--- src/rtl/lsu_pkg.sv ---
////////////////////
// lsu package
// shared access-size and extension encodings, datapath widths
////////////////////

package lsu_pkg;

  // datapath width, byte-lane logic assumes 32 bits
  localparam int unsigned XLEN = 32;
  localparam int unsigned BE_W = XLEN / 8;  // one enable per byte lane

  ////////////////////
  // access size from the execute stage
  // code 2'b11 is not named, decoders fold it into byte
  typedef enum logic [1:0] {
    LSU_WORD = 2'b00,
    LSU_HALF = 2'b01,
    LSU_BYTE = 2'b10
  } data_type_e;

  ////////////////////
  // load extension mode
  // code 2'b11 is decoded as sign extension
  typedef enum logic [1:0] {
    LSU_ZERO_EXT = 2'b00,
    LSU_SIGN_EXT = 2'b01,
    LSU_ONE_EXT  = 2'b10
  } sign_ext_e;

endpackage

--- src/rtl/load_store_unit.sv ---
////////////////////
// load/store unit
// ex-stage requests onto a req/gnt data bus, aligned loads back
////////////////////

`timescale 1ns/10ps

module load_store_unit #(
  parameter int unsigned DEPTH = 2  // max outstanding bus transfers
) (
  input  logic                      clk,
  input  logic                      rst_n,
  // data bus
  output logic                      data_req_o,
  input  logic                      data_gnt_i,
  input  logic                      data_rvalid_i,
  output logic [lsu_pkg::XLEN-1:0]  data_addr_o,
  output logic                      data_we_o,
  output logic [lsu_pkg::BE_W-1:0]  data_be_o,
  output logic [lsu_pkg::XLEN-1:0]  data_wdata_o,
  input  logic [lsu_pkg::XLEN-1:0]  data_rdata_i,
  // execute stage
  input  logic                      req_ex_i,
  input  logic                      we_ex_i,
  input  lsu_pkg::data_type_e       type_ex_i,
  input  lsu_pkg::sign_ext_e        sign_ext_ex_i,
  input  logic [lsu_pkg::XLEN-1:0]  wdata_ex_i,
  input  logic [1:0]                reg_offset_ex_i,
  input  logic [lsu_pkg::XLEN-1:0]  operand_a_ex_i,
  input  logic [lsu_pkg::XLEN-1:0]  operand_b_ex_i,
  input  logic                      addr_useincr_ex_i,
  input  logic                      misaligned_ex_i,  // second phase of a split access
  output logic [lsu_pkg::XLEN-1:0]  rdata_ex_o,
  output logic                      misaligned_o,     // first phase needs a second access
  output logic                      ready_ex_o,
  output logic                      ready_wb_o,
  output logic                      busy_o
);

  logic       ctrl_update;  // latch wb control
  logic [1:0] addr_lsb;     // byte offset of the effective address

  assign data_we_o = we_ex_i;  // request fields are stable while req_ex_i is held

  ////////////////////
  // control
  lsu_ctrl #(
    .DEPTH (DEPTH)
  ) u_ctrl (
    .clk           (clk),
    .rst_n         (rst_n),
    .req_ex_i      (req_ex_i),
    .gnt_i         (data_gnt_i),
    .rvalid_i      (data_rvalid_i),
    .data_req_o    (data_req_o),
    .ready_ex_o    (ready_ex_o),
    .ready_wb_o    (ready_wb_o),
    .ctrl_update_o (ctrl_update),
    .busy_o        (busy_o)
  );

  ////////////////////
  // request datapath
  lsu_req_gen u_req_gen (
    .type_ex_i       (type_ex_i),
    .we_ex_i         (we_ex_i),
    .misaligned_ex_i (misaligned_ex_i),
    .req_ex_i        (req_ex_i),
    .wdata_ex_i      (wdata_ex_i),
    .reg_offset_ex_i (reg_offset_ex_i),
    .operand_a_i     (operand_a_ex_i),
    .operand_b_i     (operand_b_ex_i),
    .addr_useincr_i  (addr_useincr_ex_i),
    .addr_o          (data_addr_o),
    .addr_lsb_o      (addr_lsb),
    .be_o            (data_be_o),
    .wdata_o         (data_wdata_o),
    .misaligned_o    (misaligned_o)
  );

  // response datapath
  lsu_rdata_align u_rdata_align (
    .clk                (clk),
    .rst_n              (rst_n),
    .ctrl_update_i      (ctrl_update),
    .type_ex_i          (type_ex_i),
    .sign_ext_ex_i      (sign_ext_ex_i),
    .we_ex_i            (we_ex_i),
    .addr_lsb_i         (addr_lsb),
    .rvalid_i           (data_rvalid_i),
    .rdata_i            (data_rdata_i),
    .misaligned_ex_i    (misaligned_ex_i),
    .misaligned_first_i (misaligned_o),
    .rdata_o            (rdata_ex_o)
  );

endmodule

--- src/rtl/lsu_ctrl.sv ---
////////////////////
// lsu control
// outstanding count, bus request, ex/wb ready and busy
////////////////////

`timescale 1ns/10ps

module lsu_ctrl #(
  parameter int unsigned DEPTH = 2  // max outstanding transfers
) (
  input  logic clk,
  input  logic rst_n,
  input  logic req_ex_i,
  input  logic gnt_i,
  input  logic rvalid_i,
  output logic data_req_o,
  output logic ready_ex_o,
  output logic ready_wb_o,
  output logic ctrl_update_o,  // ex access moves to wb this cycle
  output logic busy_o
);

  localparam int unsigned CNT_W = $clog2(DEPTH + 1);
  localparam logic [CNT_W-1:0] MAX_CNT = CNT_W'(DEPTH);

  logic [CNT_W-1:0] cnt_q;  // transfers granted, response pending
  logic [CNT_W-1:0] cnt_d;
  logic             accept;

  // request only while there is room, no path from rvalid
  assign data_req_o = req_ex_i && (cnt_q < MAX_CNT);
  assign accept     = data_req_o && gnt_i;

  always_comb begin
    cnt_d = cnt_q;
    case ({accept, rvalid_i})
      2'b10:   cnt_d = cnt_q + 1'b1;
      2'b01:   cnt_d = cnt_q - 1'b1;
      default: cnt_d = cnt_q;  // none, or one in and one out
    endcase
  end

  always_ff @(posedge clk or negedge rst_n) begin
    if (!rst_n) begin
      cnt_q <= '0;
    end else begin
      cnt_q <= cnt_d;
    end
  end

  ////////////////////
  // ready rules
  // ex and wb advance together once wb is occupied
  always_comb begin
    if (!req_ex_i) begin
      ready_ex_o = 1'b1;
    end else if (cnt_q == '0) begin
      ready_ex_o = accept;  // wb empty
    end else if (cnt_q == CNT_W'(1)) begin
      ready_ex_o = accept && rvalid_i;  // wb must drain as ex moves in
    end else begin
      ready_ex_o = rvalid_i;
    end
  end

  assign ready_wb_o    = (cnt_q == '0) ? 1'b1 : rvalid_i;
  assign ctrl_update_o = ready_ex_o && req_ex_i;
  assign busy_o        = (cnt_q != '0) || data_req_o;

endmodule

--- src/rtl/lsu_rdata_align.sv ---
////////////////////
// lsu load data alignment
// writeback control regs, lane select, split-load stitching, extension
////////////////////

`timescale 1ns/10ps

module lsu_rdata_align (
  input  logic                      clk,
  input  logic                      rst_n,
  input  logic                      ctrl_update_i,  // access moves ex -> wb
  input  lsu_pkg::data_type_e       type_ex_i,
  input  lsu_pkg::sign_ext_e        sign_ext_ex_i,
  input  logic                      we_ex_i,
  input  logic [1:0]                addr_lsb_i,
  input  logic                      rvalid_i,
  input  logic [lsu_pkg::XLEN-1:0]  rdata_i,
  input  logic                      misaligned_ex_i,     // ex holds a second phase
  input  logic                      misaligned_first_i,  // ex holds a split first phase
  output logic [lsu_pkg::XLEN-1:0]  rdata_o
);

  import lsu_pkg::*;

  // writeback copy of the access control
  data_type_e      type_q;
  sign_ext_e       sign_ext_q;
  logic [1:0]      offset_q;
  logic            we_q;

  logic [XLEN-1:0] rdata_q;    // first-half word or last result
  logic [XLEN-1:0] word_ext;
  logic [15:0]     half_raw;
  logic [7:0]      byte_raw;
  logic            half_fill;  // bit used for the upper 16
  logic            byte_fill;  // bit used for the upper 24
  logic [XLEN-1:0] rdata_ext;

  always_ff @(posedge clk or negedge rst_n) begin
    if (!rst_n) begin
      type_q     <= LSU_WORD;
      sign_ext_q <= LSU_ZERO_EXT;
      offset_q   <= 2'b00;
      we_q       <= 1'b0;
    end else if (ctrl_update_i) begin
      type_q     <= type_ex_i;
      sign_ext_q <= sign_ext_ex_i;
      offset_q   <= addr_lsb_i;
      we_q       <= we_ex_i;
    end
  end

  ////////////////////
  // lane selection
  // offsets that cross a word pull the low part from rdata_q
  always_comb begin
    case (offset_q)
      2'b00:   word_ext = rdata_i;
      2'b01:   word_ext = {rdata_i[7:0], rdata_q[31:8]};
      2'b10:   word_ext = {rdata_i[15:0], rdata_q[31:16]};
      default: word_ext = {rdata_i[23:0], rdata_q[31:24]};
    endcase
  end

  always_comb begin
    case (offset_q)
      2'b00:   half_raw = rdata_i[15:0];
      2'b01:   half_raw = rdata_i[23:8];
      2'b10:   half_raw = rdata_i[31:16];
      default: half_raw = {rdata_i[7:0], rdata_q[31:24]};  // stitched halfword
    endcase
  end

  always_comb begin
    case (offset_q)
      2'b00:   byte_raw = rdata_i[7:0];
      2'b01:   byte_raw = rdata_i[15:8];
      2'b10:   byte_raw = rdata_i[23:16];
      default: byte_raw = rdata_i[31:24];
    endcase
  end

  ////////////////////
  // extension
  always_comb begin
    case (sign_ext_q)
      LSU_ZERO_EXT: begin
        half_fill = 1'b0;
        byte_fill = 1'b0;
      end
      LSU_ONE_EXT: begin
        half_fill = 1'b1;
        byte_fill = 1'b1;
      end
      default: begin  // sign, also code 11
        half_fill = half_raw[15];
        byte_fill = byte_raw[7];
      end
    endcase
  end

  always_comb begin
    case (type_q)
      LSU_WORD: rdata_ext = word_ext;
      LSU_HALF: rdata_ext = {{16{half_fill}}, half_raw};
      default:  rdata_ext = {{24{byte_fill}}, byte_raw};
    endcase
  end

  // during a split load keep the raw bus word for stitching
  always_ff @(posedge clk) begin
    if (rvalid_i && !we_q) begin
      if (misaligned_ex_i || misaligned_first_i) begin
        rdata_q <= rdata_i;
      end else begin
        rdata_q <= rdata_ext;
      end
    end
  end

  assign rdata_o = rvalid_i ? rdata_ext : rdata_q;  // hold last result between responses

endmodule

--- src/rtl/lsu_req_gen.sv ---
////////////////////
// lsu request generation
// address, split detection, byte enables and store lane rotation
////////////////////

`timescale 1ns/10ps

module lsu_req_gen (
  input  lsu_pkg::data_type_e        type_ex_i,
  input  logic                       we_ex_i,
  input  logic                       misaligned_ex_i,  // second phase of a split access
  input  logic                       req_ex_i,
  input  logic [lsu_pkg::XLEN-1:0]   wdata_ex_i,
  input  logic [1:0]                 reg_offset_ex_i,  // byte offset inside the register
  input  logic [lsu_pkg::XLEN-1:0]   operand_a_i,
  input  logic [lsu_pkg::XLEN-1:0]   operand_b_i,
  input  logic                       addr_useincr_i,   // a + b when set, else a
  output logic [lsu_pkg::XLEN-1:0]   addr_o,
  output logic [1:0]                 addr_lsb_o,
  output logic [lsu_pkg::BE_W-1:0]   be_o,
  output logic [lsu_pkg::XLEN-1:0]   wdata_o,
  output logic                       misaligned_o
);

  import lsu_pkg::*;

  logic [XLEN-1:0] addr_int;      // unaligned effective address
  logic [1:0]      wdata_offset;  // rotation amount in bytes
  logic [XLEN-1:0] wdata_rot;

  assign addr_int   = addr_useincr_i ? (operand_a_i + operand_b_i) : operand_a_i;
  assign addr_lsb_o = addr_int[1:0];

  // second phase always starts at the next word boundary
  assign addr_o = misaligned_ex_i ? {addr_int[XLEN-1:2], 2'b00} : addr_int;

  ////////////////////
  // byte enables
  always_comb begin
    case (type_ex_i)
      LSU_WORD: begin
        if (!misaligned_ex_i) begin
          be_o = 4'b1111 << addr_int[1:0];  // upper lanes of the first word
        end else begin
          case (addr_int[1:0])
            2'b01:   be_o = 4'b0001;  // lanes spilled into the next word
            2'b10:   be_o = 4'b0011;
            2'b11:   be_o = 4'b0111;
            default: be_o = 4'b0000;  // aligned words never split
          endcase
        end
      end
      LSU_HALF: begin
        if (!misaligned_ex_i) begin
          case (addr_int[1:0])
            2'b00:   be_o = 4'b0011;
            2'b01:   be_o = 4'b0110;
            2'b10:   be_o = 4'b1100;
            default: be_o = 4'b1000;  // low byte only, rest goes in phase two
          endcase
        end else begin
          be_o = 4'b0001;  // high byte of a halfword at offset 3
        end
      end
      default: be_o = 4'b0001 << addr_int[1:0];  // byte, also code 11
    endcase
  end

  ////////////////////
  // store data rotation
  // shift by address offset minus register offset, mod 4
  assign wdata_offset = addr_int[1:0] - reg_offset_ex_i;

  always_comb begin
    case (wdata_offset)
      2'b00:   wdata_rot = wdata_ex_i;
      2'b01:   wdata_rot = {wdata_ex_i[23:0], wdata_ex_i[31:24]};
      2'b10:   wdata_rot = {wdata_ex_i[15:0], wdata_ex_i[31:16]};
      default: wdata_rot = {wdata_ex_i[7:0], wdata_ex_i[31:8]};
    endcase
  end

  assign wdata_o = we_ex_i ? wdata_rot : '0;  // keep write bus quiet on loads

  // first phase only, words off a word boundary and halfwords at offset 3
  always_comb begin
    misaligned_o = 1'b0;
    if (req_ex_i && !misaligned_ex_i) begin
      case (type_ex_i)
        LSU_WORD: misaligned_o = (addr_int[1:0] != 2'b00);
        LSU_HALF: misaligned_o = (addr_int[1:0] == 2'b11);
        default:  misaligned_o = 1'b0;  // bytes never cross a word
      endcase
    end
  end

endmodule
--- config.mk ---
export PLATFORM = sky130hd
export DESIGN_NAME = load_store_unit
export DESIGN_NICKNAME = d
export VERILOG_FILES = /design/src/rtl/lsu_pkg.sv /design/src/rtl/load_store_unit.sv /design/src/rtl/lsu_ctrl.sv /design/src/rtl/lsu_rdata_align.sv /design/src/rtl/lsu_req_gen.sv
export SDC_FILE = /design/constraint.sdc
export NUM_CORES = 1
export LEC_CHECK = 0
export ABC_AREA = 1
export BUFFER_PORTS_ARGS = -buffer_cell sky130_fd_sc_hd__buf_2
export CAP_MARGIN = 30
export CELL_PAD_IN_SITES_DETAIL_PLACEMENT = 0
export CELL_PAD_IN_SITES_GLOBAL_PLACEMENT = 1
export CORE_MARGIN = 2
export CORE_UTILIZATION = 34
export CTS_CLUSTER_SIZE = 14
export DETAILED_ROUTE_END_ITERATION = 8
export PLACE_DENSITY = 0.8
export SLEW_MARGIN = 5
export SYNTH_ARGS = -nofsm -noshare
export SYNTH_HDL_FRONTEND = slang
export SYNTH_SLANG_ARGS = --single-unit
--- constraint.sdc ---
create_clock -name clk -period 3.1 [get_ports clk]
set_input_delay 0.31 -clock clk [delete_from_list [all_inputs] [get_ports clk]]
set_output_delay 0.31 -clock clk [all_outputs]
set_load 0.01 [all_outputs]
==> results of run 1 <==
[kinds of logic (layout without fill, tap and decap cells)]
kind of cell / after synthesis / in the layout / synth area share, %
and+or+nand+nor: 732 / 732 / 37.8
adders and majority gates: 42 / 42 / 6.93
buffers and inverters: 276 / 504 / 14.3
AOI/OAI and AO/OA: 329 / 329 / 23.4
DFF: 41 / 41 / 15.4
muxes: 1 / 1 / 0.146
xor gates and xnor gates: 17 / 17 / 1.94
[state kept, by name, summed over array words and instances, names as in the netlist]
name,count
u_ctrl.cnt_q,2
u_rdata_align.offset_q,2
u_rdata_align.rdata_q,32
u_rdata_align.sign_ext_q,2
u_rdata_align.type_q,2
u_rdata_align.we_q,1
[final cells by class]
class / count / area, um^2
well taps: 285 / 357
clock buffers: 6 / 129
multi-input cells: 1121 / 5420
clock inverters: 2 / 13.8
fillers: 2558 / 13000
repair buffers: 281 / 1510
flip-flops and latches: 41 / 1190
inverters: 215 / 810
[cell usage in the layout (no fill, tap or decap), types with 3 or more instances in the layout]
cell,n
clkbuf_16,5
nand3b_1,4
nor3_1,4
nand3_1,70
nand2_1,564
o21ai_0,115
a21oi_1,91
edfxtp_1,32
o211ai_1,9
xnor2_1,16
o21ai_1,51
nor2_1,74
a31oi_1,13
nor2_2,3
nand2_2,4
o2111ai_1,6
buf_2,247
inv_1,205
ha_1,41
dfrtp_1,9
o221ai_1,7
inv_2,8
o22ai_1,26
buf_4,32
[repair_timing]
item / CTS / global route
endpoints found under the hold margin: 9 / 0
setup endpoints to repair: 0 / 16
resized for setup: 0 / 3
hold buffers: 1 / 0
[power groups by stage]
| stage | registers, mW | clock network (mW) | logic (mW) |
|---|---|---|---|
| 6_report | 1.03 | 0.540 | 4.16 |
| 2_1_floorplan | 0.962 | 0 | 2.88 |
| 4_1_cts | 1.02 | 0.550 | 4.14 |
| 5_1_grt | 1.05 | 0.573 | 4.68 |
| 3_3_place_gp | 1.02 | 0 | 4.12 |
| 3_5_place_dp | 1.03 | 0 | 4.12 |
[worst max-delay path: cells and delay by family]
kind	cells	cell delay, ns
compound gates	2	0.44
buf+inv	6	0.83
fa+ha+maj	2	0.64
simple gates	4	0.34
[layer usage]
metal / track usage [%] / share of wire, %
met4: 3.57 / 1.2
met2: 42.0 / 48
met5: 0 / 0.046
met3: 3.11 / 6.7
met1: 30.4 / 44
[through the flow]
step | power (mW) | worst slack [ns] | hold slack [ns] | utilization, %
finish | 5.73 | 0.222 | 0.264 | 42.0
global route | 6.30 | 0.0268 | 0.258 | 42.0
CTS | 5.71 | 0.108 | 0.261 | 41.9
detailed placement | 5.16 | 0.117 | 0.174 | 41.3
global placement | 5.14 | 0.169 | 0.173 | 41.3
floorplan | 3.84 | 0.412 | 0.0144 | -
[worst max-delay path by stage]
stage / end
finish: data_wdata_o[15]
global route: data_wdata_o[17]
CTS: data_wdata_o[20]
detailed placement: data_wdata_o[20]
global placement: data_wdata_o[2]
floorplan: data_wdata_o[10]
==> results.md, run 1 <==
- Fin cells: 1,951
- Dominant cell type by area after synthesis: nand2_1
- Distinct cell type count after synthesis: 44
- Clk_skew: 0.00343 ns
- Hold wc startpoint: sign_ext_ex_i[1]
- Maxcap violations: 0
- Finish-stage setup viols: 0
- Post-synth top area share: 27.5%
- Clk sink count: 41
- First-pass GRT wire length: 46.2 mm
- Fmax: 347 MHz
- Mapped Nets: 1,622
- Slowest-stage cell, CP: fa_1
- Asr flop ratio synth: 22.0%
- Hold EP: u_rdata_align.sign_ext_q[1]
- GRT Util Overall: 23.4%
- Die Area: 23,800 um^2
- I/O pin count: 248
- Die Height: 154 um
- CP cell instances: buf_2, ha_1, inv_1, fa_1, nand2_1, o21ai_2, inv_2, nand2_1, nand2_2, inv_2, buf_4, nand2_1, a31oi_1, buf_2
- Sw Ratio: 53.9%
- Clk root buf: clkbuf_16
- Post-CTS setup repair buffer count: 0
- Hold Path Depth: 2
- Port Buffer Count: 247
- Synth top area cells: nand2_1, edfxtp_1, inv_1, o21ai_0, ha_1
- Synthesis Warnings: 0
- CP endpoint kind: output pin
- Vias per Instance: 5.04
- 1st-iter DRT viols: 601
- Synth Area per Inst: 5.35 um^2
- Aggregate routed wire length: 28.5 mm
- Die Width: 154 um
- Measured slew at the worst slew-check pin: 0.559 ns
- Worst setup path start: operand_a_ex_i[0]
- Final period utilization: 92.8%
- Total CTS buffers: 5
- Initial Utilization: 34.3%
- RD Place Congestion: 0.909
- Crit path max fanout: 22
- CTS tree: built
- Design area: 9420 um^2
- WP data required: 2.79 ns
- Final Net Count: 1,849
- Max incr delay on CP: 0.48 ns
- Max VDD drop: 0.367 mV
- Setup tns final: 0 ns
- Initial antenna violation count: 1
- Routed length per instance: 14.6 um
- Worst r2r dst: u_rdata_align.rdata_q[30]
- Vias in the first global route: 9,220
- H-tree depth: 2
- Main synth FF type: edfxtp_1
- Post-layout min period: 2.88 ns
- Worst R2R Setup Slack: 0.91 ns
- Pwr/cell area: 609 nW/um^2
- Synthesis-to-layout area growth: 22.4%
- P_leak: 5.44 nW
- #FFs+latches synth: 41
- Final Max Slew Viols: 0
- Most instantiated cells after synthesis: nand2_1, inv_1, o21ai_0
- Mapped Cells: 1,438
- Worst-path clk slew: 0.06 ns
- Placed cell area: 9260 um^2
- Largest net degree at the start of global routing: 44
- R2R cell count: 8
- GRT Residual Overflow: 0
- Gate power share: 72.7%
- Std cell rows: 55
- Status: completed
- Clk_lat worst skew: 0.29 ns
- Hold crit path type: input pin to register
- First-pass detailed-route iteration total: 5
- Final HPWL DP: 22.9 mm
- Cell area after synthesis: 7690 um^2
- Power share of the sequential group: 17.9%
- Vias: 9,824
- Rel. slew slack: 62.8%
- Clock network power share: 9.4%
- Sequential fraction of the synthesis area: 15.4%
- Most frequent cell on the critical path: nand2_1
- Dpl cells: 1,942
- Final Hold Viols: 0
- CP Class: input pin to output pin
- Core area: 22,400 um^2
- Top-count cell post-synth: nand2_1
- Crit path launch type: input pin
- Net Sw Power: 3.09 mW
- DRC viols: 0
- Data arrival time of the worst path: 2.57 ns
- # diodes: 0
- EDFF count, synth: 32
- RR Startpoint: u_rdata_align.offset_q[1]
- Internal power: 2.64 mW
- Longest Clk Path Bufs: 2
- Unrepaired setup endpoints after global routing: false
- Layout cell share with drive strength beyond 1: 18.8%
- Routed Antenna Nets: 0
No activity file was read; power rests on OpenSTA's default activity.
==> inputs of run 2 (changes only) <==
--- a/config.mk
+++ b/config.mk
@@ -10,11 +10,12 @@
 export CAP_MARGIN = 30
 export CELL_PAD_IN_SITES_DETAIL_PLACEMENT = 0
 export CELL_PAD_IN_SITES_GLOBAL_PLACEMENT = 1
+export CORE_ASPECT_RATIO = 0.75
 export CORE_MARGIN = 2
 export CORE_UTILIZATION = 34
 export CTS_CLUSTER_SIZE = 14
 export DETAILED_ROUTE_END_ITERATION = 8
-export PLACE_DENSITY = 0.8
+export PLACE_DENSITY_LB_ADDON = 0.1
 export SLEW_MARGIN = 5
 export SYNTH_ARGS = -nofsm -noshare
 export SYNTH_HDL_FRONTEND = slang
==> run 2 against run 1 <==
Non-clock buffer count unchanged. First-iteration DRC count grew 20%. Core utilization rose by 0.64 points. Via count grew 0.11%. Register-to-register slack worse by 0.04 ns. Setup slack worse by 0.019 ns. Hold slack got worse by 0.014 ns. Final cell count increased by 0.46%. Clock power is essentially flat. Count of clock-buffer cells in the layout is 2 higher. Critical path type is now register to output pin. Critical endpoint is now rdata_ex_o[24].
==> results.md, run 2 (synthesized netlist as in run 1, its figures left out) <==
- Fin cells: 1,960 (+0.46%)
- DRC viols: 0 (unchanged)
- Hold Path Depth: 2 (unchanged)
- Final Hold Viols: 0 (unchanged)
- Die Width: 178 um (+15%)
- Unrepaired setup endpoints after global routing: false
- Initial antenna violation count: 1 (unchanged)
- Final Net Count: 1,849 (unchanged)
- Die Area: 23,900 um^2 (about the same)
- CP endpoint kind: output pin
- Largest net degree at the start of global routing: 44 (unchanged)
- Max VDD drop: 0.245 mV (-33%)
- Vias in the first global route: 8,792 (-4.6%)
- Design area: 9420 um^2 (about the same)
- I/O pin count: 248 (unchanged)
- 1st-iter DRT viols: 719 (+20%)
- R2R cell count: 8 (unchanged)
- Std cell rows: 47 (-15%)
- Post-CTS setup repair buffer count: 0 (unchanged)
- Crit path launch type: register
- Final Core Density: 42.6% (+0.64 points)
- First-pass GRT wire length: 46.2 mm (about the same)
- Aggregate routed wire length: 29.7 mm (+4.0%)
- Clk sink count: 41 (unchanged)
- Crit path max fanout: 18 (-18%)
- Vias: 9,835 (+0.11%)
- Synthesis-to-layout area growth: 22.5% (about the same)
- Total CTS buffers: 5 (unchanged)
- Routed Antenna Nets: 0 (unchanged)
- Clk root buf: clkbuf_16
- Dpl cells: 1,951 (+0.46%)
- Placed cell area: 9270 um^2 (+0.12%)
- Pwr/cell area: 608 nW/um^2 (-0.13%)
- Fillcell total: 2,576 (+0.70%)
- Worst-path clk slew: 0.06 ns (about the same)
- Setup tns final: 0 ns (unchanged)
- WP data required: 2.79 ns (about the same)
- Die Height: 134 um (-13%)
- Status: completed
- Biggest register: u_rdata_align.rdata_q
- Data arrival time of the worst path: 2.59 ns (+0.02 ns)
- Port Buffer Count: 247 (unchanged)
- Most frequent cells in the layout: nand2_1, buf_2, inv_1
- Clk_skew: 0.00454 ns (+0.00111 ns)
- Initial Utilization: 34.8% (+0.50 points)
- Clk_lat worst skew: 0.29 ns (about the same)
- Rel. slew slack: 62.5% (-0.28 points)
- Fmax: 345 MHz (-0.67%)
- Final HPWL DP: 23.8 mm (+3.8%)
- Final Max Slew Viols: 0 (unchanged)
- P_leak: 5.43 nW (about the same)
- Most common cell after layout, fill and taps aside: nand2_1
- Hold crit path type: input pin to register
- Routed length per instance: 15.1 um (+3.5%)
- Finish-stage setup viols: 0 (unchanged)
- GRT Residual Overflow: 0 (unchanged)
- Post-layout min period: 2.90 ns (+0.0195 ns)
- # diodes: 0 (unchanged)
- Final period utilization: 93.5% (+0.63 points)
- Vias per Instance: 5.02 (-0.35%)
- Longest Clk Path Bufs: 2 (unchanged)
- Layout cell share with drive strength beyond 1: 18.7% (-0.12 points)
- CTS tree: built
- Maxcap violations: 0 (unchanged)
- GRT Util Overall: 24.0% (+0.62 points)
- First-pass detailed-route iteration total: 7 (+2)
- Max FFs per register: 32 (unchanged)
- H-tree depth: 2 (unchanged)
- Core area: 22,100 um^2 (-1.4%)
- Measured slew at the worst slew-check pin: 0.563 ns (+0.00414 ns)
- RD Place Congestion: 0.907 (-0.25%)
- CP Class: register to output pin
[run 2: cell types whose count changed in the layout (fill, tap and decap cells not counted)]
cell | before | now
o21ai_1 | 51 | 50
clkbuf_1 | 1 | 3
clkinvlp_4 | 1 | 0
inv_4 | 2 | 1
o21ai_0 | 115 | 116
[run 2: critical path: stages (launching register included)]
cell and delay (ns):
dfrtp_1 0.58, nor2_2 0.34, nand2_1 0.15, o2111ai_1 0.14, nand3_1 0.11, nand2_2 0.31
buf_4 0.31, o21ai_1 0.09, nand2_1 0.12, buf_2 0.14
[run 2: layer usage]
layer	vias up	share of wire (%)	global-route usage [%]
li1	5085	-	-
met1	4371	51	37.1
met2	362	41	35.8
met3	15	7.0	3.54
met4	2	0.54	2.78
met5	-	0.044	0
[run 2: power by group]
group          leakage (nW)  internal (mW)  switching, mW
sequential            0.418          0.856          0.190
combinational          4.95           1.47           2.67
clock                0.0652          0.301          0.236
[run 2: cell type report]
type / instances / area (um^2) / area share, %
Multi-Input combinational cell: 1121 / 5420 / 57.5
Timing Repair Buffer: 281 / 1510 / 16.0
Sequential cell: 41 / 1190 / 12.6
Clock buffer: 8 / 136 / 1.45
Tap cell: 294 / 368 / 3.90
Inverter: 215 / 810 / 8.59
[run 2: timing repair]
action,4_1_cts,5_1_grt
endpoints found under the hold margin,9,0
gates resized for setup,0,3
endpoints found under the setup margin,0,16
hold buffers,1,0
[run 2: final timing paths]
| check | startpoint | to | slack, ns |
|---|---|---|---|
| min reg2reg | u_rdata_align.we_q | u_rdata_align.we_q | 0.51 |
| max in group asynchronous | rst_n | u_rdata_align.offset_q[1] | 2.51 |
| max | u_rdata_align.offset_q[1] | rdata_ex_o[24] | 0.20 |
| min | sign_ext_ex_i[1] | u_rdata_align.sign_ext_q[1] | 0.25 |
| max reg2reg | u_rdata_align.offset_q[1] | u_rdata_align.rdata_q[17] | 0.87 |
| min in group asynchronous | rst_n | u_ctrl.cnt_q[1] | 0.40 |
[run 2: per-stage QoR]
step / hold WS [ns] / setup slack, ns / power, mW
after CTS: 0.245 / 0.149 / 5.71
after detailed placement: 0.183 / 0.149 / 5.15
final: 0.250 / 0.203 / 5.73
after floorplan: 0.0144 / 0.412 / 3.84
after global placement: 0.183 / 0.187 / 5.15
after global routing: 0.255 / 0.00500 / 6.29
==> inputs of run 3 (changes only) <==
--- a/config.mk
+++ b/config.mk
@@ -13,9 +13,10 @@
 export CORE_ASPECT_RATIO = 0.75
 export CORE_MARGIN = 2
 export CORE_UTILIZATION = 34
-export CTS_CLUSTER_SIZE = 14
+export CTS_CLUSTER_SIZE = 30
 export DETAILED_ROUTE_END_ITERATION = 8
 export PLACE_DENSITY_LB_ADDON = 0.1
+export RECOVER_POWER = 25
 export SLEW_MARGIN = 5
 export SYNTH_ARGS = -nofsm -noshare
 export SYNTH_HDL_FRONTEND = slang
==> run 3 against run 2 <==
First-iteration DRC count increased by 0.70%. Power is 0.15% lower. Combinational power about the same. Highest routed layer unchanged. Critical path depth did not move. Largest power group unchanged. Sequential share of layout area is essentially flat. Global-route usage stayed put. Hold slack lost 0.0012 ns. Die area unchanged. Sequential power about the same.
==> results.md, run 3 (synthesized netlist as in run 1, its figures left out) <==
- P_leak: 5.42 nW (-0.20%)
- Vias in the first global route: 8,792 (unchanged)
- Vias per Instance: 5.02 (about the same)
- H-tree depth: 2 (unchanged)
- Crit path max fanout: 18 (unchanged)
- # diodes: 0 (unchanged)
- Clk root buf: clkbuf_16
- Pwr/cell area: 607 nW/um^2 (about the same)
- Most frequent cell on the critical path: nand2_1
- Die Area: 23,900 um^2 (unchanged)
- Multi-input logic area: 5420 um^2 (unchanged)
- First-pass GRT wire length: 46.2 mm (unchanged)
- Max incr delay on CP: 0.58 ns (about the same)
- Clk sink count: 41 (unchanged)
- Setup tns final: 0 ns (unchanged)
- Initial Utilization: 34.8% (unchanged)
- CP endpoint kind: output pin
- Most frequent cells in the layout: nand2_1, buf_2, inv_1
- Post-CTS setup repair buffer count: 0 (unchanged)
- Rel. slew slack: 34.4% (-28 points)
- Data arrival time of the worst path: 2.56 ns (-0.03 ns)
- Total CTS buffers: 5 (unchanged)
- Maxcap violations: 0 (unchanged)
- Max FFs per register: 32 (unchanged)
- Fmax: 348 MHz (+0.83%)
- Initial antenna violation count: 1 (unchanged)
- First-pass detailed-route iteration total: 7 (unchanged)
- Routed Antenna Nets: 0 (unchanged)
- Placed cell area: 9270 um^2 (unchanged)
- CTS tree: built
- Longest Clk Path Bufs: 2 (unchanged)
- Finish-stage setup viols: 0 (unchanged)
- Crit path launch type: register
- Clk_lat worst skew: 0.29 ns (about the same)
- Std cell rows: 47 (unchanged)
- Crit path buf inv count: 2 (unchanged)
- Clk_skew: 0.00602 ns (+0.00148 ns)
- Slowest-stage cell, CP: dfrtp_1
- Synthesis-to-layout area growth: 22.4% (about the same)
- I/O pin count: 248 (unchanged)
- Port Buffer Count: 247 (unchanged)
- Most common cell after layout, fill and taps aside: nand2_1
- Hold crit path type: input pin to register
- Measured slew at the worst slew-check pin: 0.984 ns (+0.421 ns)
- Vias: 9,840 (+0.051%)
- Hold slack: 0.249 ns (-0.00124 ns)
- CP cell instances: nor2_2, nand2_1, o2111ai_1, nand3_1, nand2_2, buf_4, o21ai_1, nand2_1, buf_2
- Final HPWL DP: 23.8 mm (unchanged)
- DRC viols: 0 (unchanged)
- Fillcell total: 2,576 (unchanged)
- WP data required: 2.79 ns (about the same)
- Layout cell share with drive strength beyond 1: 18.5% (-0.24 points)
- Final Net Count: 1,849 (unchanged)
- Sequential cell area: 1190 um^2 (unchanged)
- Core area: 22,100 um^2 (unchanged)
- Final period utilization: 92.7% (-0.77 points)
- Delay-heaviest family, CP: simple AND/OR/NAND/NOR gates
- GRT Residual Overflow: 0 (unchanged)
- Final Hold Viols: 0 (unchanged)
- Final Max Slew Viols: 0 (unchanged)
- Unrepaired setup endpoints after global routing: false
- Die Width: 178 um (unchanged)
- GRT Util Overall: 24.0% (unchanged)
- Routed length per instance: 15.1 um (about the same)
- 1st-iter DRT viols: 724 (+0.70%)
- Die Height: 134 um (unchanged)
- RD Place Congestion: 0.907 (unchanged)
- Worst-path clk slew: 0.06 ns (about the same)
- Largest net degree at the start of global routing: 44 (unchanged)
- Post-layout min period: 2.87 ns (-0.0238 ns)
- Design area: 9410 um^2 (about the same)
- Aggregate routed wire length: 29.7 mm (about the same)
- Biggest register: u_rdata_align.rdata_q
- Status: completed
- Max VDD drop: 0.244 mV (-0.55%)
- CP Class: register to output pin
-- run 3: changes by cell type in the layout (fill, tap and decap cells not counted), sizes merged --
cell / change
buf: -5
clkbuf: +5
-- run 3: final timing paths --
kind	endpoint	startpoint	slack [ns]	cells past startpoint
max	rdata_ex_o[24]	u_rdata_align.offset_q[1]	0.23	9
min	u_rdata_align.sign_ext_q[1]	sign_ext_ex_i[1]	0.25	2
max reg2reg	u_rdata_align.rdata_q[17]	u_rdata_align.offset_q[1]	0.88	8
min reg2reg	u_rdata_align.we_q	u_rdata_align.we_q	0.51	2
max in group asynchronous	u_rdata_align.offset_q[1]	rst_n	2.24	2
min in group asynchronous	u_ctrl.cnt_q[1]	rst_n	0.50	2
-- run 3: metal layers --
layer | wire length [um] | GRT usage (%)
met1 | 15300 | 37.1
met2 | 12200 | 35.8
met3 | 2070 | 3.54
met4 | 162 | 2.78
met5 | 13 | 0
-- run 3: cell type report --
class                           instances  share of cell area [%]
Tap cell                              294                    3.91
Sequential cell                        41                    12.6
Multi-Input combinational cell       1121                    57.5
Timing Repair Buffer                  281                    15.9
Clock buffer                            8                    1.45
Inverter                              215                    8.60
-- run 3: power breakdown --
part	total (mW)	internal (mW)	switching, mW
combinational	4.14	1.47	2.67
sequential	1.05	0.858	0.190
clock	0.534	0.301	0.233
total	5.72	2.63	3.09
-- run 3: stage by stage --
step | utilization, % | worst slack (ns) | total power, mW | std cells
after CTS | 42.6 | 0.149 | 5.71 | 1960
after global placement | 41.9 | 0.187 | 5.15 | 1951
after detailed placement | 41.9 | 0.149 | 5.15 | 1951
after global routing | 42.6 | 0.00500 | 6.29 | 1960
final | 42.6 | 0.226 | 5.72 | 1960
after floorplan | - | 0.412 | 3.84 | 1438
-- run 3: worst register-to-register path, stage by stage, from the launching register on --
cell and delay [ns]:
dfrtp_1 0.58, nor2_2 0.34, nand2_1 0.15, o2111ai_1 0.14
nand3_1 0.11, nand2_2 0.30, buf_4 0.31, o21ai_1 0.09
nand2_1 0.08
-- run 3: what timing repair did --
item,CTS,global route
resized for setup,0,3
hold buffers,1,0
hold endpoints to repair,9,0
endpoints found under the setup margin,0,16
